===== config.mk =====
export PLATFORM = sky130hd
export DESIGN_NAME = beat_fifo
export DESIGN_NICKNAME = d
export VERILOG_FILES = /design/src/logic/beat_fifo.sv
export SDC_FILE = /design/constraint.sdc
export NUM_CORES = 1
export LEC_CHECK = 0
export BUFFER_PORTS_ARGS = -buffer_cell sky130_fd_sc_hd__buf_2
export CAP_MARGIN = 20
export CORE_MARGIN = 2
export CORE_UTILIZATION = 30
export CTS_CLUSTER_SIZE = 25
export DETAILED_ROUTE_END_ITERATION = 8
export GPL_TIMING_DRIVEN = 0
export PLACE_DENSITY = 0.48
export SLEW_MARGIN = 25
export SYNTH_ARGS = -nofsm -noshare
export SYNTH_HDL_FRONTEND = slang
export SYNTH_SLANG_ARGS = --single-unit

===== constraint.sdc =====
create_clock -name clk -period 5.79 [get_ports clk]
set_clock_uncertainty 0.15 [all_clocks]
set_input_delay 1.158 -clock clk [delete_from_list [all_inputs] [get_ports clk]]
set_output_delay 1.158 -clock clk [all_outputs]
set_load 0.02 [all_outputs]

===== src/logic/beat_fifo.sv =====
// --------------------------------------------------
// Beat FIFO
// Synchronous circular buffer with a combinational
// head. Push and pop may happen in the same cycle
// --------------------------------------------------
`timescale 1ns/1ns
`default_nettype none

module beat_fifo #(
	parameter int WIDTH = 32,
	parameter int DEPTH = 8
) (
	input  logic             clk,
	input  logic             resetn,
	input  logic             push,
	input  logic [WIDTH-1:0] push_data,
	input  logic             pop,
	output logic [WIDTH-1:0] head,
	output logic             full,
	output logic             empty
);

	localparam int PTR_WIDTH = (DEPTH > 1) ? $clog2(DEPTH) : 1;
	localparam int CNT_WIDTH = $clog2(DEPTH + 1);

	logic [WIDTH-1:0]     buffer [DEPTH];
	logic [PTR_WIDTH-1:0] wr_ptr, rd_ptr;
	logic [CNT_WIDTH-1:0] count;
	logic                 do_push, do_pop;

	assign do_push = push && !full;
	assign do_pop  = pop && !empty;

	always_ff @(posedge clk or negedge resetn) begin
		if (!resetn) begin
			wr_ptr <= '0;
			rd_ptr <= '0;
			count  <= '0;
		end else begin
			if (do_push)
				wr_ptr <= (wr_ptr == PTR_WIDTH'(DEPTH - 1)) ? '0 : wr_ptr + 1'b1;
			if (do_pop)
				rd_ptr <= (rd_ptr == PTR_WIDTH'(DEPTH - 1)) ? '0 : rd_ptr + 1'b1;
			if (do_push && !do_pop)
				count <= count + 1'b1;
			else if (do_pop && !do_push)
				count <= count - 1'b1;
		end
	end

	always_ff @(posedge clk) begin
		if (do_push)
			buffer[wr_ptr] <= push_data;
	end

	assign head  = buffer[rd_ptr];
	assign full  = (count == CNT_WIDTH'(DEPTH));
	assign empty = (count == '0);

endmodule

`default_nettype wire


Word-level counts from Yosys, hierarchy flattened
Memories as Yosys holds them, arrays and structs flattened.
Cells that the tools add are included.
{"block": "op_classes", "add_sub_neg": 4, "muxes": 6, "n_reduce_logical": 10, "n_eq_ne": 3}
{"cell": "2-to-1 mux 4 bit", "n": 2}
{"cell": "adder 3 x 1 -> 3 bit (second input constant)", "n": 2}
{"cell": "equality test 3 bit (second input constant)", "n": 2}
{"cell": "2-to-1 mux 3 bit", "n": 2}
{"cell": "adder 4 x 1 -> 4 bit (second input constant)", "n": 1}
{"cell": "equality test 4 bit (second input constant)", "n": 1}
{"cell": "logical AND 1 bit", "n": 4}
{"cell": "zero test 1 bit", "n": 4}
{"cell": "zero test 4 bit", "n": 1}
{"cell": "subtractor 4 x 1 -> 4 bit (second input constant)", "n": 1}
{"cell": "2-to-1 mux 1 bit", "n": 2}
{"cell": "nonzero test 2 bit", "n": 1}
{"block": "totals", "output_inout_bits": 34, "word_cells": 27, "reg_bits": 10, "in_bits": 36, "ram_bits": 256, "mem_count": 1}
{"name": "buffer", "depth": 8, "word_bits": 32, "rd": 1, "rd_clocked_by_memory_dff": 0, "wr": 1, "line_no": "26", "rtl": "logic [WIDTH-1:0] buffer [DEPTH];"}

Logic depth before layout (Yosys ltp)
{"block": "depth", "word_depth": 7, "ltp_mapped": 9, "mapped_depth_nobuf": 9}

Worst setup path after synthesis
No wires, ideal clock.
{"block": "synth_timing", "path_kind": "in2reg", "start": "input push", "end": "memory buffer[0][0], enable pin", "cell_stages": 2, "setup_time_ps": 501, "setup_slack_ps": 810, "arrival_ps": 4329, "required_ps": 5139, "path_buffers": 0, "path_cell_list": "nand2_2 -> nor4_1"}
{"block": "synth_via", "elab_chain_cells": 3}
{"item": "start, declared", "line_no": "15", "rtl": "input logic push,"}
{"item": "logical AND 1 bit", "line_no": "31", "rtl": "assign do_push = push && !full;"}
{"item": "2-to-1 mux 1 bit", "line_no": "52", "rtl": "if (do_push)"}
{"item": "2-to-1 mux 1 bit (implied by the code)", "line_no": "53", "rtl": "buffer[wr_ptr] <= push_data;"}
{"item": "end, declared", "line_no": "26"}
Every way passes these cells.

Worst setup path in the final report
{"block": "layout_timing", "start": "register rd_ptr[1]", "end": "output head[18]"}
{"block": "layout_via", "elab_chain_cells": 1}
{"item": "start, declared", "line_no": "27", "rtl": "logic [PTR_WIDTH-1:0] wr_ptr, rd_ptr;"}
{"item": "start signal, assigned", "line_no": "43", "rtl": "rd_ptr <= (rd_ptr == PTR_WIDTH'(DEPTH - 1)) ? '0 : rd_ptr + 1'b1;"}
{"item": "memory (8 x 32 bit)"}
{"item": "end, declared", "line_no": "18", "rtl": "output logic [WIDTH-1:0] head,"}
Every way passes these cells.

==> results_dict.tcl <==
set metrics [dict create \
    drt-pass1-iter-count 4 \
    unrepaired_setup_endpoints_after_global_routing "false" \
    cts_buffers 29 \
    critical_path_cell_count 5 \
    timing.max_slew.rel_slack_pct 33.89 \
    critical_path.max_fanout 10 \
    worst-r2r-setup-slack_ns 2.55 \
    drc_violation_count_after_routing 0 \
    clkPwrFrac_pct 26.2 \
    global_route_wire_length_before_repair_mm 34.10 \
    crit_path_start "rd_ptr[1]" \
    run_status "completed" \
    seq_power_share_pct 39.8 \
    post_route_cells_drive_above_1_share_pct 43.41 \
    placement_rows 67 \
    clock_latency_on_the_worst_skew_pair_ns 0.55 \
    number_of_antenna_repair_diodes 0 \
    io_pins 70 \
    io_buffers 69 \
    worst_pin_slew_ns 0.9916 \
    setup.worst_path.end "head[18]" \
    die_width_um 189.2 \
    first_global_vias 5218 \
    synth_nets 480 \
    yosys.cell_types.count 32 \
    switching_share_pct 31.76 \
    yosys-top-cells-area "sky130_fd_sc_hd__edfxtp_1, sky130_fd_sc_hd__mux4_2, sky130_fd_sc_hd__mux2_2" \
    pwr_dens_mw_per_mm2 514.2 \
    category_of_the_most_critical_setup_path "flip-flop to output pin" \
    worstReg2RegEnd "count[3]" \
    via_cell_ratio 4.660 \
    cts_h_tree_lvls 1 \
    power.leakage_nw 4.107 \
    crit_required_ns 4.48 \
    report.final.setup_viol 0 \
    grt_overflow 0 \
    syn_avg_cell_area_um2 23.59 \
    cap_violations 0 \
    die_h_um 189.2 \
    timing.critical_path.max_delay_family "buffers and inverters" \
    critPathMostFrequentCell "sky130_fd_sc_hd__buf_2" \
    cp_cell_sequence "buf_2 -> buf_1 -> mux4_2 -> mux2_2 -> buf_2" \
    period_minus_slack_ns 4.145 \
    worstSetupEndpointType "output pin" \
    routedWlPerCell_um 21.76 \
    r2r.worst_path.cells 9 \
    cts_tree "done" \
    syn_inst 436 \
    seq_area_frac_synth_pct 77.17 \
    ys_ff_latch 266 \
    design.final.nets 614 \
    worst_path_largest_cell_delay_ns 0.77 \
    design.die.area_mm2 0.03578 \
    drv_slew 0 \
    clock-sinks 266 \
    dpl.cell_count 987 \
    initial_core_util_pct 30.60 \
    synthDominantAreaCellType "sky130_fd_sc_hd__edfxtp_1" \
    netlist.area_leader.share_pct 74.74 \
    instances_no_fill 1040 \
    routedLengthMet1_mm 10.48 \
    routed-wl-met3_mm 1.020 \
    gpl.final_weighted_congestion 0.6999 \
    met2_wirelength_mm 10.68 \
    cts.reportedPaths.clkPinSlew_ns 0.06 \
    post-route-period-util_pct 71.60 \
    syn_to_final_growth_pct 20.85 \
    p_switching_mw 2.030 \
    cts_setup_buffers 0 \
    irDropWorstVdd_uv 266.6 \
    fmax_mhz 241.2 \
    global_routing_usage_summed_across_all_routing_layers_pct 12.86 \
    post-route-worst-setup-slack_ns 1.645 \
    detailedPlacementHpwl_mm 15.12 \
    antenna_found_initial 2 \
    coreArea_mm2 0.03362 \
    cell_area_after_synthesis_mm2 0.01029 \
    final_antenna_net_count 0 \
    route.top_layer_used "met5" \
    yosysWarnings 0 \
    intPower_mw 4.362 \
    drt-initial-drc-count 311 \
    cts_hold_repair.buffers 0 \
    worst-endpoint-arrival_ns 2.84 \
    cts_resized 0 \
    place_ws_ns 2.202 \
    finalInstanceArea_mm2 0.01243 \
    final_hold_viol_count 0 \
    crit_slowest_cell "sky130_fd_sc_hd__buf_1" \
    dr_total_vias 4846 \
    startpoint_type "flip-flop" \
    worstHoldPathType "input pin to asynchronous set/reset pin" \
    buffer_depth_of_the_longest_clock_path 3 \
    totalWireLength_mm 22.63 \
    combinational_power_share_pct 34.0 \
    rr_startpoint "count[0]" \
    cp.buffers_inverters 3 \
    grt_max_degree 18 \
    placed_area_mm2 0.01157 \
    clk_root_buf "sky130_fd_sc_hd__clkbuf_16" \
]
==> logic make-up (layout without fill, tap and decap cells) <==
group           Yosys count  after routing  share of synthesized area [%]
compound gates            9              9                         0.7907
xor+xnor                  2              2                         0.1703
fa+ha+maj                 8              8                          1.046
buf+inv                  22            178                          1.265
flops                   266            266                          77.17
mux                     102            102                          18.16
simple gates             27             27                          1.399
==> final cells by class <==
type                            count  area [µm²]
Sequential cell                   266        7938
Clock inverter                     15       96.34
Multi-Input combinational cell    148        2267
Timing Repair Buffer              103       679.4
Buffer                             19       118.9
Fill cell                        3097       21190
Clock buffer                       38       759.5
Inverter                            3       11.26
Tap cell                          448       560.5
==> registers in the layout, summed over array words and instances, names as in the netlist <==
register and count:
buffer 256, count 4, rd_ptr 3, wr_ptr 3
==> worst min-delay path by stage <==
stage / startpoint / endpoint / slack (ns) / cells after the start
floorplan: count[2] / count[2] / 0.41 / 2
finish: resetn / rd_ptr[1] / 0.34 / 1
global route: resetn / rd_ptr[1] / 0.33 / 1
CTS: resetn / rd_ptr[1] / 0.31 / 1
global placement: wr_ptr[1] / wr_ptr[1] / 0.43 / 1
detailed placement: count[2] / count[2] / 0.48 / 2
==> cell usage in the layout, fill, tap and decap left out, types with 4 or more instances in the layout <==
cell type / synthesis / final
sky130_fd_sc_hd__clkbuf_16: 0 / 29
sky130_fd_sc_hd__mux4_2: 64 / 64
sky130_fd_sc_hd__dfrtp_1: 10 / 10
sky130_fd_sc_hd__nand2_1: 4 / 4
sky130_fd_sc_hd__clkinv_1: 0 / 8
sky130_fd_sc_hd__ha_1: 7 / 7
sky130_fd_sc_hd__buf_2: 5 / 81
sky130_fd_sc_hd__buf_6: 4 / 5
sky130_fd_sc_hd__mux2_2: 34 / 34
sky130_fd_sc_hd__clkinv_2: 0 / 4
sky130_fd_sc_hd__nor3_2: 0 / 4
sky130_fd_sc_hd__buf_16: 0 / 4
sky130_fd_sc_hd__edfxtp_1: 256 / 256
sky130_fd_sc_hd__buf_4: 0 / 21
sky130_fd_sc_hd__clkbuf_1: 6 / 15
==> synthesized netlist by cell type <==
| cell type | number |
|---|---|
| sky130_fd_sc_hd__edfxtp_1 | 256 |
| sky130_fd_sc_hd__mux4_2 | 64 |
| sky130_fd_sc_hd__mux2_2 | 34 |
| sky130_fd_sc_hd__dfrtp_1 | 10 |
| sky130_fd_sc_hd__ha_1 | 7 |
| sky130_fd_sc_hd__clkbuf_1 | 6 |
| sky130_fd_sc_hd__nor3_1 | 6 |
| sky130_fd_sc_hd__buf_2 | 5 |
| sky130_fd_sc_hd__buf_6 | 4 |
| sky130_fd_sc_hd__nand2_1 | 4 |
| sky130_fd_sc_hd__nor2_1 | 4 |
| sky130_fd_sc_hd__buf_1 | 3 |
| sky130_fd_sc_hd__inv_1 | 3 |
| sky130_fd_sc_hd__mux2_1 | 3 |
| sky130_fd_sc_hd__nand2b_1 | 3 |
| sky130_fd_sc_hd__nand3_1 | 3 |
| sky130_fd_sc_hd__a21oi_1 | 2 |
| sky130_fd_sc_hd__nor4_1 | 2 |
| sky130_fd_sc_hd__o211ai_1 | 2 |
| sky130_fd_sc_hd__o21ai_0 | 2 |
| sky130_fd_sc_hd__xnor2_1 | 2 |
| sky130_fd_sc_hd__a2111o_1 | 1 |
| sky130_fd_sc_hd__a21o_1 | 1 |
| sky130_fd_sc_hd__buf_8 | 1 |
| sky130_fd_sc_hd__fa_1 | 1 |
| sky130_fd_sc_hd__mux2i_1 | 1 |
| sky130_fd_sc_hd__nand2_2 | 1 |
| sky130_fd_sc_hd__nand3b_1 | 1 |
| sky130_fd_sc_hd__o41ai_4 | 1 |
| sky130_fd_sc_hd__or3_1 | 1 |
| sky130_fd_sc_hd__or4_1 | 1 |
| sky130_fd_sc_hd__or4b_1 | 1 |
==> per-stage QoR <==
stage	power (mW)	hold WS, ns	util [%]	setup TNS, ns
5_1_grt	6.718	0.3347	36.98	0
2_1_floorplan	4.013	0.4125	-	0
3_3_place_gp	4.675	0.4313	33.29	-256.02
4_1_cts	6.515	0.3129	36.98	0
3_5_place_dp	4.816	0.4812	34.43	0
6_report	6.392	0.3413	36.98	0
==> routing by layer <==
layer	track usage [%]	up-vias
li1	-	2119
met1	18.03	2580
met2	20.84	104
met3	2.484	39
met4	2.825	4
met5	0	-
==> power by group through the flow <==
stage	Sequential, mW	Combinational, mW	Clock (mW)
2_1_floorplan	2.56	1.45	0
3_3_place_gp	2.60	2.07	0
3_5_place_dp	2.59	2.23	0
6_report	2.54	2.17	1.68
5_1_grt	2.57	2.35	1.80
4_1_cts	2.55	2.24	1.73
(Power assumes the default switching activity.)
