$ cat config.mk
export PLATFORM = sky130hd
export DESIGN_NAME = axi_burst_master
export DESIGN_NICKNAME = d
export VERILOG_FILES = /design/src/common/axi_burst_pkg.sv /design/src/axi_master/axi_burst_master.sv
export SDC_FILE = /design/constraint.sdc
export NUM_CORES = 1
export LEC_CHECK = 0
export ABC_CLOCK_PERIOD_IN_PS = 3810
export BUFFER_PORTS_ARGS = -buffer_cell sky130_fd_sc_hd__buf_2
export CAP_MARGIN = 15
export CORE_AREA = 2 2 130 132
export DETAILED_ROUTE_END_ITERATION = 12
export DIE_AREA = 0 0 132 134
export PLACE_DENSITY = 0.66
export SYNTH_ARGS = -nofsm -noshare
export SYNTH_HDL_FRONTEND = slang
export SYNTH_SLANG_ARGS = --single-unit
$ cat constraint.sdc
create_clock -name clk -period 3.81 [get_ports clk]
set_input_delay 0.381 -clock clk [delete_from_list [all_inputs] [get_ports clk]]
set_output_delay 0.381 -clock clk [all_outputs]
set_load 0.005 [all_outputs]
$ cat src/common/axi_burst_pkg.sv
// --------------------------------------------------
// AXI burst package
// Width typedefs and burst type codes shared by the
// burst master, the burst memory and the top level
// --------------------------------------------------
`default_nettype none

package axi_burst_pkg;

	// Beats minus one, as carried on awlen and arlen
	typedef logic [7:0] burst_len_t;

	// AXI size code, passed along with the burst
	typedef logic [2:0] burst_size_t;

	// AXI burst code
	typedef logic [1:0] burst_type_t;

	localparam burst_type_t BURST_FIXED = 2'd0; // Same address every beat
	localparam burst_type_t BURST_INCR  = 2'd1; // Word address plus one per beat

endpackage

`default_nettype wire

$ cat src/axi_master/axi_burst_master.sv
// --------------------------------------------------
// AXI burst master
// Write and read burst FSMs, one burst outstanding
// per direction. Write beats come from a buffer
// head and read beats go out as push strobes, with
// W and R gated by buffer availability
// --------------------------------------------------
`timescale 1ns/1ns
`default_nettype none

module axi_burst_master
	import axi_burst_pkg::*;
#(
	parameter int ADDR_WIDTH = 32,
	parameter int DATA_WIDTH = 32
) (
	input  logic                    clk,
	input  logic                    resetn,

	// User write side
	input  logic                    start_write,
	input  logic [ADDR_WIDTH-1:0]   write_addr,
	input  burst_len_t              write_len,
	input  burst_size_t             write_size,
	input  burst_type_t             write_burst,
	input  logic [DATA_WIDTH/8-1:0] write_strb,
	input  logic [DATA_WIDTH-1:0]   write_data,     // Write buffer head
	input  logic                    write_data_avail,
	output logic                    write_data_take,
	output logic                    write_busy,
	output logic                    write_done,

	// User read side
	input  logic                    start_read,
	input  logic [ADDR_WIDTH-1:0]   read_addr,
	input  burst_len_t              read_len,
	input  burst_size_t             read_size,
	input  burst_type_t             read_burst,
	input  logic                    read_space,     // Read buffer not full
	output logic [DATA_WIDTH-1:0]   read_data,
	output logic                    read_beat,
	output logic                    read_busy,
	output logic                    read_done,

	// AW channel
	output logic [ADDR_WIDTH-1:0]   awaddr,
	output burst_len_t              awlen,
	output burst_size_t             awsize,
	output burst_type_t             awburst,
	output logic                    awvalid,
	input  logic                    awready,

	// W channel
	output logic [DATA_WIDTH-1:0]   wdata,
	output logic [DATA_WIDTH/8-1:0] wstrb,
	output logic                    wlast,
	output logic                    wvalid,
	input  logic                    wready,

	// B channel
	input  logic                    bvalid,
	output logic                    bready,

	// AR channel
	output logic [ADDR_WIDTH-1:0]   araddr,
	output burst_len_t              arlen,
	output burst_size_t             arsize,
	output burst_type_t             arburst,
	output logic                    arvalid,
	input  logic                    arready,

	// R channel
	input  logic                    rvalid,
	input  logic [DATA_WIDTH-1:0]   rdata,
	input  logic                    rlast,
	output logic                    rready
);

	typedef enum logic [1:0] {
		WR_IDLE,
		WR_ADDR,
		WR_DATA,
		WR_RESP
	} write_state_t;

	typedef enum logic [1:0] {
		RD_IDLE,
		RD_ADDR,
		RD_DATA
	} read_state_t;

	write_state_t            wr_state, wr_state_next;
	read_state_t             rd_state, rd_state_next;
	burst_len_t              wr_beat;  // Accepted W beats so far
	logic [DATA_WIDTH/8-1:0] wr_strb_q;
	logic                    w_fire;
	logic                    r_fire;

	assign w_fire = wvalid && wready;
	assign r_fire = rvalid && rready;

	always_ff @(posedge clk or negedge resetn) begin
		if (!resetn) begin
			wr_state <= WR_IDLE;
			wr_beat  <= '0;
		end else begin
			wr_state <= wr_state_next;
			if (wr_state == WR_IDLE)
				wr_beat <= '0;
			else if (w_fire)
				wr_beat <= wr_beat + 8'd1;
		end
	end

	// Burst parameters held for the whole burst
	always_ff @(posedge clk) begin
		if (wr_state == WR_IDLE && start_write) begin
			awaddr    <= write_addr;
			awlen     <= write_len;
			awsize    <= write_size;
			awburst   <= write_burst;
			wr_strb_q <= write_strb;
		end
		if (rd_state == RD_IDLE && start_read) begin
			araddr  <= read_addr;
			arlen   <= read_len;
			arsize  <= read_size;
			arburst <= read_burst;
		end
	end

	always_comb begin
		wr_state_next = wr_state;
		case (wr_state)
			WR_IDLE: if (start_write) wr_state_next = WR_ADDR;
			WR_ADDR: if (awvalid && awready) wr_state_next = WR_DATA;
			WR_DATA: if (w_fire && wlast) wr_state_next = WR_RESP;
			WR_RESP: if (bvalid && bready) wr_state_next = WR_IDLE;
			default: wr_state_next = WR_IDLE;
		endcase
	end

	assign awvalid = (wr_state == WR_ADDR);
	assign wvalid  = (wr_state == WR_DATA) && write_data_avail; // Frozen while starved
	assign wdata   = write_data;
	assign wstrb   = wr_strb_q;
	assign wlast   = (wr_beat == awlen);
	assign bready  = (wr_state == WR_RESP);

	assign write_data_take = w_fire; // Pops the write buffer
	assign write_busy      = (wr_state != WR_IDLE);
	assign write_done      = bvalid && bready;

	always_ff @(posedge clk or negedge resetn) begin
		if (!resetn)
			rd_state <= RD_IDLE;
		else
			rd_state <= rd_state_next;
	end

	always_comb begin
		rd_state_next = rd_state;
		case (rd_state)
			RD_IDLE: if (start_read) rd_state_next = RD_ADDR;
			RD_ADDR: if (arvalid && arready) rd_state_next = RD_DATA;
			RD_DATA: if (r_fire && rlast) rd_state_next = RD_IDLE;
			default: rd_state_next = RD_IDLE;
		endcase
	end

	assign arvalid = (rd_state == RD_ADDR);
	assign rready  = (rd_state == RD_DATA) && read_space;

	// Each accepted R beat pushes the read buffer
	assign read_data = rdata;
	assign read_beat = r_fire;
	assign read_busy = (rd_state != RD_IDLE);
	assign read_done = r_fire && rlast;

endmodule

`default_nettype wire

=== Word-level counts from Yosys, hierarchy flattened ===
Cells that the tools add are included.

* Output and inout bits: 170
* Word-level logic and storage cells: 55
* Register bits after elaboration: 106

* Reduce and logical (&&, ||, !) cells: 18
* Add/subtract/negate cells: 1
* Eq/ne operators: 13
* Multiplexer cells: 11

{| class="wikitable"
|+ Operator list
! kind !! number
|-
| $mux W8 || 2
|-
| $mux W2 || 7
|-
| $logic_and A1 B1 Y1 || 11
|-
| $ne A2 B2 Y1 const B || 5
|-
| $add A8 B1 Y8 const B || 1
|-
| $eq A8 B8 Y1 || 1
|-
| $pmux W2 S4 || 1
|-
| $eq A2 B2 Y1 const B || 3
|-
| $pmux W2 S3 || 1
|-
| $reduce_bool A2 Y1 || 3
|-
| $eq A2 B1 Y1 const B || 2
|-
| $logic_not A2 Y1 || 2
|-
| $ne A2 B1 Y1 const B || 2
|-
| $reduce_and A4 Y1 || 1
|-
| $reduce_and A3 Y1 || 1
|}

=== Logic depth before layout (Yosys ltp) ===
Gate-level depths: netlist of run 1.

* Depth after elaboration: 6
* Gate-level depth with buffers: 7

=== Worst setup path before layout of run 1 ===
No wires, ideal clock.

* Kind: register to register
* From: register rd_state[1]
* To: register araddr[0], enable pin
* Stages on the path, launching flop included: 3
* Library setup time: 0.449 ns
* Buffers on the path: 0
* Arrival: 2.616 ns
* Path slack: 0.745 ns
* Period minus slack after synthesis: 3.065 ns
* Cells stage by stage: dfrtp_1 or2_2 nor2_1

* Cells in the longest elaborated chain, start to end: 2

{| class="wikitable"
|+ Ends and longest elaborated chain
! what !! line !! source
|-
| start, declared || axi_burst_master.sv:93 || <nowiki>read_state_t rd_state, rd_state_next;</nowiki>
|-
| start signal, assigned || axi_burst_master.sv:158 || <nowiki>rd_state <= rd_state_next;</nowiki>
|-
| $logic_not A2 Y1 || axi_burst_master.sv:124 || <nowiki>if (rd_state == RD_IDLE && start_read) begin</nowiki>
|-
| $logic_and A1 B1 Y1 || axi_burst_master.sv:124 ||
|-
| end signal, assigned || axi_burst_master.sv:125 || <nowiki>araddr <= read_addr;</nowiki>
|-
| end, declared || axi_burst_master.sv:65 || <nowiki>output logic [ADDR_WIDTH-1:0] araddr,</nowiki>
|}

Every way passes these cells.
A chain may end at the register's enable or synchronous reset.

=== Worst setup path in the final report of run 1 ===
* From: register wr_state[0]
* To: output write_data_take

* Cells in the longest elaborated chain, start to end: 3

{| class="wikitable"
|+ Ends and longest elaborated chain
! what !! line !! source
|-
| start, declared || axi_burst_master.sv:92 || <nowiki>write_state_t wr_state, wr_state_next;</nowiki>
|-
| start signal, assigned || axi_burst_master.sv:107 || <nowiki>wr_state <= wr_state_next;</nowiki>
|-
| $eq A2 B2 Y1 || axi_burst_master.sv:144 || <nowiki>assign wvalid = (wr_state == WR_DATA) && write_data_avail;</nowiki>
|-
| $logic_and A1 B1 Y1 || axi_burst_master.sv:144 ||
|-
| $logic_and A1 B1 Y1 || axi_burst_master.sv:99 || <nowiki>assign w_fire = wvalid && wready;</nowiki>
|-
| end, declared || axi_burst_master.sv:29 || <nowiki>output logic write_data_take,</nowiki>
|}

Every way passes these cells.

==> results.cfg, run 1 <==
[sta]
fmax_mhz = 473.0
drv_slew = 0
fin_crit_sh = 0.5549
relSlewSlack = 0.6974
tns_ps = 0
tightest_slew_ps = 452.9
post-route-min-period_ps = 2114
hold_viol_final = 0
fin_hold_ws_ps = 194.5
clock_skew_ps = 8.753
setup_ws_ps = 1696
rsz0062_at_grt = false
setup_viol = 0

[worst_hold_path]
hold_class = in2reg
hold_start = read_addr[8]

[power_and_ir_drop]
switching_power_uw = 901.0
irDropWorstVdd_mv = 0.3258
power_per_cell_area_nw_per_um2 = 594.0
seqPwrFrac = 0.505
clkPwrFrac = 0.282
p_total_mw = 3.171
leakage_nw = 2.287
swShare = 0.2841
pwr-share-comb = 0.213
power.internal_mw = 2.270

[critical_path]
critPathKind = reg2out
cp_max_fo = 9
r2r-start = wr_state[0]
crit_path_end_kind = output pin
arrival_ps = 1730
critPathRequiredTime_ps = 3430
setup.worst_path.start = wr_state[0]
critPathLaunchType = flip-flop

[logic_synthesis]
yosysUniqueCellTypes = 32
netlist_area_um2 = 4140
synth_top_area_cell = edfxtp_1
synthXorXnorAreaFrac = 0.02962
synthSimpleGateAreaFrac = 0.05893
synth_compound_area_frac = 0.01783
yosysTopAreaCellShare = 0.6818
async_flop_share = 0.1132
yosysSeqAreaShare = 0.7543
synthMuxAreaShare = 0
netlist_instances = 251
yosysWarnings = 0
synth_edf_count = 94
postSynthAreaPerCell_um2 = 16.49
syn_nets = 426
synth_area_leaders = edfxtp_1 (68%), buf_4 (12%), dfrtp_1 (7.3%), xor2_1 (2.3%), ha_1 (1.5%)
synth_ff_type = edfxtp_1
ys_ff_latch = 106
synth_top_family_by_area = buffers and inverters
synthAdderAreaFrac = 0.01511

[routing]
wl_per_cell_um = 17.35
avgViaCountPerCell = 4.011
drt_iter0_drc = 98
drc = 0
via_count = 2555
drt.antenna.violating_nets = 0
dr.pass1.iters = 4
wl_um = 11050

[place]
place_area_um2 = 4996
place_inst = 617
dp_hpwl_um = 8933
port_buffers = 211
pre_cts_slack_ps = 1406
place.gp.congestion = 0.7927

[final_layout]
design_area_um2 = 5339
nets = 586
fin_cells = 637
area_growth_pct = 28.95
fin_util = 0.3278
drive_gt1_frac = 0.5697

[cts]
cts_tree = built
clockRootBuffer = clkbuf_16
clock_sinks = 106
cts_resized = 0
htree_levels = 3
numCtsBuffers = 9
clockBufferDepth = 2
clk_pin_slew_ps = 80
clk_latency_ps = 360

[global_routing]
grt_pass1_vias = 2831
overflow = 0
grt_usage = 0.1209
grt_max_degree = 50
grt_pass1_wl_um = 15810
grt_antenna_before_repair = 2

[outcome]
outcome = finished, final reports clean

[floorplanning]
die_area_um2 = 17690
coreArea_um2 = 16290
num_rows = 47
start_util = 0.2542
die_h_um = 134
io_pins = 340
dieWidth_um = 132

[job]
max_cap_viol_count = 0
[logic make-up (layout without fill, tap and decap cells)]
family,after synthesis,after routing
flip-flops,106,106
AO/OA/AOI/OAI,11,11
buffers and inverters,73,238
AND/OR/NAND/NOR,42,42
XOR/XNOR,14,14
adder cells (fa/ha/maj),5,5
other,0,1
[timing repair]
item | in CTS | in global routing
buffers inserted | 0 | 0
hold buffers | 1 | 0
endpoints found under the setup margin | 0 | 0
endpoints found under the hold margin | 12 | 0
[registers in the layout, indices dropped and copies added (netlist names)]
signal    count
awsize        3
arsize        3
awaddr       32
awlen         8
wr_beat       8
wstrb         4
wr_state      2
araddr       32
arburst       2
arlen         8
rd_state      2
awburst       2
[cells in the mapped netlist, types with 2 or more instances]
master and instances:
dfrtp_1 12, a21oi_1 3, o21ai_0 3, and2_1 5
buf_4 64, xor2_1 11, inv_1 7, nor2_1 9
ha_1 5, nand2_1 6, xnor2_1 3, nand4_1 4
nand3_1 2, nor2b_1 4, nor3_1 3, edfxtp_1 94
[cell usage in the layout, fill, tap and decap left out, drive strengths merged]
cell type,count
nor2,9
edfxtp,94
a21oi,3
clkinv,3
clkinvlp,1
dlygate4sd3,1
inv,10
dfrtp,12
a311oi,1
and3,2
o31a,1
nor3,3
nand3,2
nand2,6
ha,5
or2,1
and2,6
or3,1
a31oi,1
a21o,1
nand4,4
xnor2,3
nor4,2
clkbuf,10
nor2b,4
o21ai,3
o211ai,1
diode,1
or4,1
xor2,11
buf,213
nand2b,1
[critical path, stage by stage (launching register included)]
cell,delay [ps]
dfrtp_1,410
inv_1,120
ha_1,250
nand3_1,240
inv_2,220
buf_2,140
[metal layers]
layer	wire, um	track usage
met1	3324	0.1021
met2	5930	0.2193
met3	1276	0.05745
met4	507	0.08998
met5	13	0
[power groups by stage]
stage,combinational [mW],sequential [mW],clock (mW)
2_1_floorplan,0.335,1.65,0
3_3_place_gp,0.626,1.63,0
3_5_place_dp,0.660,1.64,0
4_1_cts,0.663,1.61,0.918
5_1_grt,0.747,1.63,0.952
6_report,0.676,1.60,0.894
[path summary, 6_finish.rpt]
| path | to | slack (ps) | depth (start not counted) |
|---|---|---|---|
| max | write_data_take | 1700 | 5 |
| min | araddr[8] | 190 | 1 |
| max reg2reg | awlen[1] | 1870 | 4 |
| min reg2reg | wr_beat[7] | 600 | 2 |
| max in group asynchronous | wr_beat[5] | 3110 | 2 |
| min in group asynchronous | wr_state[0] | 460 | 2 |
[area by class of cell]
cell class	instances	area (um^2)
Clock buffer	10	229.0
Clock inverter	6	61.31
Antenna cell	1	2.502
Multi-Input combinational cell	72	511.7
Fill cell	1610	10950
Inverter	8	30.03
Timing Repair Buffer	214	1106
Sequential cell	106	3123
Tap cell	220	275.3
Power figures use the tool's default switching activity.
==> run 2, diff against run 1 <==
--- a/config.mk
+++ b/config.mk
@@ -5,12 +5,12 @@
 export SDC_FILE = /design/constraint.sdc
 export NUM_CORES = 1
 export LEC_CHECK = 0
-export ABC_CLOCK_PERIOD_IN_PS = 3810
+export ABC_CLOCK_PERIOD_IN_PS = 1800
 export BUFFER_PORTS_ARGS = -buffer_cell sky130_fd_sc_hd__buf_2
 export CAP_MARGIN = 15
-export CORE_AREA = 2 2 130 132
+export CORE_AREA = 2 2 133 135
 export DETAILED_ROUTE_END_ITERATION = 12
-export DIE_AREA = 0 0 132 134
+export DIE_AREA = 0 0 135 137
 export PLACE_DENSITY = 0.66
 export SYNTH_ARGS = -nofsm -noshare
 export SYNTH_HDL_FRONTEND = slang
==> constraint.sdc (replaced) <==
create_clock -name clk -period 1.8 [get_ports clk]
set_input_delay 0.18 -clock clk [delete_from_list [all_inputs] [get_ports clk]]
set_output_delay 0.18 -clock clk [all_outputs]
set_load 0.005 [all_outputs]
==> results.cfg, run 2 (synthesized netlist as in run 1, its figures left out) <==
[cts]
htree_levels = 3
clk_pin_slew_ps = 70
clock_sinks = 106
numCtsBuffers = 9
clockRootBuffer = clkbuf_16
cts_tree = built
clk_latency_ps = 340
clockBufferDepth = 2

[critical_path]
critPathRequiredTime_ps = 1620
critPathKind = reg2out
setup.worst_path.start = wr_beat[3]
crit_family = simple AND/OR/NAND/NOR gates
crit_cells = 4
cpPeakStageDelay_ps = 450
critPathLaunchType = flip-flop
crit_chain = xor2_1 > nor4_2 > and2_4 > buf_6
critPathCapture = wlast
crit_path_end_kind = output pin
r2r-start = wr_state[1]
cp_max_fo = 7
cp_num_buf_inv = 1
arrival_ps = 1690
r2r_end = wr_state[1]
r2r_slack_ps = 110
slowest_stage = dfrtp_1
ff2ff_path_depth = 6

[floorplanning]
dieWidth_um = 135
num_rows = 48
die_area_um2 = 18500
io_pins = 340
die_h_um = 137
coreArea_um2 = 17060
start_util = 0.2427

[routing]
drc = 0
wl_per_cell_um = 18.14
avgViaCountPerCell = 3.989
dr.pass1.iters = 4
drt.antenna.violating_nets = 0
wl_um = 13280
drt_iter0_drc = 119
via_count = 2920

[sta]
fin_hold_ws_ps = 16.52
hold_viol_final = 0
fmax_mhz = 534.9
clock_skew_ps = 12.11
rsz0062_at_grt = true
post-route-min-period_ps = 1870
fin_crit_sh = 1.039
relSlewSlack = 0.7340
setup_ws_ps = -69.65
drv_slew = 0
tightest_slew_ps = 395.9
setup_viol = 1

[final_layout]
fin_util = 0.3681
reg.largest.list = araddr: 32 flops, awaddr: 32 flops
design_area_um2 = 6279
drive_gt1_frac = 0.4970
final_cell_mix = buf_2 (210), edfxtp_1 (94), dlygate4sd3_1 (84)
fillers = 1624
nets = 677
diodes = 0
area_growth_pct = 51.65
mostFrequentLayoutCell = buf_2

[global_routing]
grt_usage = 0.1359
grt_pass1_wl_um = 18140
grt_antenna_before_repair = 0
grt_max_degree = 37
grt_pass1_vias = 3153
overflow = 0

[power_and_ir_drop]
irDropWorstVdd_mv = 0.7054
leakage_nw = 2.685
power_per_cell_area_nw_per_um2 = 1119
p_total_mw = 7.023

[outcome]
outcome = finished, violations left
violations = setup timing

[place]
place_area_um2 = 5081
pre_cts_slack_ps = 48.40
port_buffers = 211
dp_hpwl_um = 9702
place.gp.congestion = 0.8642

[job]
max_cap_viol_count = 0

[worst_hold_path]
hold_class = in2reg
[run 2: changes by cell type in the layout (fill, tap and decap cells not counted), moves of 2 or more]
cell	previous run	this run
dlygate4sd3_1	1	84
and2_4	0	2
dfrtp_1	12	10
buf_4	0	8
dfrtp_2	0	2
and2_2	2	0
[run 2: final cells by class]
class / instances / area (um^2) / area share
clock inverter: 7 / 67.56 / 0.01076
tap: 225 / 281.5 / 0.04484
timing repair buffer: 305 / 2003 / 0.3191
multi-input combinational: 72 / 545.5 / 0.08689
inverter: 8 / 30.03 / 0.004783
sequential: 106 / 3126 / 0.4978
clock buffer: 9 / 225.2 / 0.03587
[run 2: repair_timing]
item	CTS	global route
endpoints found under the setup margin	2	3
hold buffers	80	4
pin swaps	1	2
setup buffers	2	1
resized for setup	3	7
hold endpoints to repair	91	4
[run 2: per-stage QoR]
stage               setup TNS, ps  cells
floorplan                       0    251
global placement                0    629
detailed placement              0    629
CTS                        -112.0    727
global route               -154.3    732
finish                     -69.65    732
[run 2: worst min path at each step]
| stage | startpoint | to | slack, ps | cells after the start |
|---|---|---|---|---|
| global route | write_addr[14] | awaddr[14] | 0.7 | 1 |
| detailed placement | resetn | wr_state[1] | 90 | 1 |
| CTS | write_len[0] | awlen[0] | 0.03 | 1 |
| finish | read_addr[18] | araddr[18] | 20 | 1 |
| global placement | resetn | wr_state[1] | 90 | 1 |
| floorplan | resetn | rd_state[0] | -120 | 0 |
[run 2: where the power goes]
group / switching, mW / total, mW / internal, mW
sequential: 0.188 / 3.42 / 3.23
combinational: 0.885 / 1.70 / 0.813
clock: 0.937 / 1.91 / 0.973
total: 2.01 / 7.02 / 5.01
[run 2: per-layer routing]
metal,vias to the layer above,global-route usage,wire length [um]
met4,0,0.08681,675
met1,1373,0.1154,3854
met2,176,0.2535,7226
met3,43,0.06333,1524
li1,1328,-,-
met5,-,0,0
==> run 3, diff against run 2 <==
--- a/config.mk
+++ b/config.mk
@@ -15,3 +15,4 @@
 export SYNTH_ARGS = -nofsm -noshare
 export SYNTH_HDL_FRONTEND = slang
 export SYNTH_SLANG_ARGS = --single-unit
+export TNS_END_PERCENT = 20
==> results.cfg, run 3 (synthesized netlist as in run 1, its figures left out) <==
[floorplanning]
dieWidth_um = 135
die_area_um2 = 18500
io_pins = 340
coreArea_um2 = 17060
start_util = 0.2427
num_rows = 48
die_h_um = 137

[cts]
numCtsBuffers = 9
clock_sinks = 106
clk_latency_ps = 350
htree_levels = 3
clockBufferDepth = 2
cts_tree = built
clockRootBuffer = clkbuf_16
clk_pin_slew_ps = 70

[critical_path]
cp_max_fo = 7
crit_path_end_kind = output pin
critPathRequiredTime_ps = 1620
ff2ff_path_depth = 6
critPathKind = reg2out
r2r_slack_ps = 60
critPathLaunchType = flip-flop
r2r_end = wr_state[0]
r2r-start = wr_state[0]
arrival_ps = 1690

[sta]
fmax_mhz = 534.6
tightest_slew_ps = 491.9
fin_crit_sh = 1.039
setup_viol = 1
post-route-min-period_ps = 1871
rsz0062_at_grt = true
relSlewSlack = 0.6695
setup_ws_ps = -70.72
hold_viol_final = 0
drv_slew = 0
clock_skew_ps = 10.51

[worst_hold_path]
hold_end = awaddr[16]
hold_depth = 1
hold_class = in2reg
hold_start = write_addr[16]

[global_routing]
overflow = 0
grt_usage = 0.1379
grt_max_degree = 50
grt_pass1_vias = 3284
grt_antenna_before_repair = 0
grt_pass1_wl_um = 18530

[job]
max_cap_viol_count = 0

[final_layout]
fillers = 1630
drive_gt1_frac = 0.4872
fin_cells = 732
mostFrequentLayoutCell = buf_2
area_growth_pct = 52.01
reg.largest.list = araddr: 32 flops, awaddr: 32 flops
diodes = 0
final_cell_mix = buf_2 (210), edfxtp_1 (94), dlygate4sd3_1 (87)
nets = 677

[routing]
wl_um = 13190
via_count = 2969
drc = 0
dr.pass1.iters = 6
drt_iter0_drc = 126
wl_per_cell_um = 18.02
avgViaCountPerCell = 4.056
drt.antenna.violating_nets = 0

[power_and_ir_drop]
power_per_cell_area_nw_per_um2 = 1141
irDropWorstVdd_mv = 0.7358
leakage_nw = 2.692
p_total_mw = 7.179

[place]
place_inst = 627
port_buffers = 211
dp_hpwl_um = 9482
place.gp.congestion = 0.8462

[outcome]
outcome = finished, violations left
violations = setup timing
-- run 3: cell count changes in the layout (fill, tap and decap cells not counted), moves of 2 or more --
cell,delta
dlygate4sd3_1,+3
dfrtp_1,+2
dfrtp_2,-2
inv_8,+2
clkinv_4,-2
inv_6,-2
buf_4,-3
-- run 3: critical path: stages, from the launching register on --
cell	delay [ps]
dfrtp_1	440
xor2_1	190
nor4_2	400
and2_4	230
buf_6	90
-- run 3: worst max path at each step --
stage | endpoint | startpoint | cells after the start | slack [ps]
after floorplan | awaddr[0] | wr_state[0] | 4 | -240
after global placement | wr_state[1] | wr_state[1] | 6 | 180
after detailed placement | wr_state[1] | wr_state[1] | 6 | 90
after CTS | wlast | awlen[3] | 4 | -100
after global routing | wlast | awlen[3] | 4 | -140
final | wlast | wr_beat[3] | 4 | -70
-- run 3: layout make-up --
| class | instances | area (um^2) | share of cell area |
|---|---|---|---|
| Tap cell | 225 | 281.5 | 0.04473 |
| Inverter | 8 | 30.03 | 0.004771 |
| Multi-Input combinational cell | 72 | 530.5 | 0.08429 |
| Sequential cell | 106 | 3123 | 0.4962 |
| Clock buffer | 9 | 225.2 | 0.03579 |
| Clock inverter | 7 | 92.59 | 0.01471 |
| Timing Repair Buffer | 305 | 2011 | 0.3195 |
-- run 3: metal layers --
| metal | share of wire | global-route usage | up-vias |
|---|---|---|---|
| li1 | - | - | 1332 |
| met1 | 0.30 | 0.1186 | 1394 |
| met2 | 0.55 | 0.2583 | 181 |
| met3 | 0.11 | 0.06148 | 62 |
| met4 | 0.044 | 0.08681 | 0 |
| met5 | 0 | 0 | - |
-- run 3: metrics by stage --
step                      setup slack, ps  setup TNS [ps]  hold slack [ps]  instance area [um^2]    util
final                              -70.72          -70.72            19.98                  6294  0.3690
after global routing               -137.7          -159.9           0.4708                  6294  0.3690
after CTS                          -100.2          -100.2           0.1597                  6211  0.3641
after detailed placement            90.36               0            98.53                  5065  0.2969
after global placement              180.2               0            96.31                  5065  0.2969
after floorplan                    -239.3          -11730           -115.6                  4149       -
-- run 3: repair_timing --
action | in CTS | in global routing
hold endpoints to repair | 91 | 7
resized for setup | 3 | 4
pin swaps | 2 | 0
cloned | 0 | 0
setup endpoints to repair | 2 | 4
hold buffers | 80 | 7
setup buffers | 2 | 0
-- run 3: power by group --
part / switching, mW / internal, mW
logic: 0.901 / 0.792
clock network: 0.954 / 1.12
registers: 0.189 / 3.22
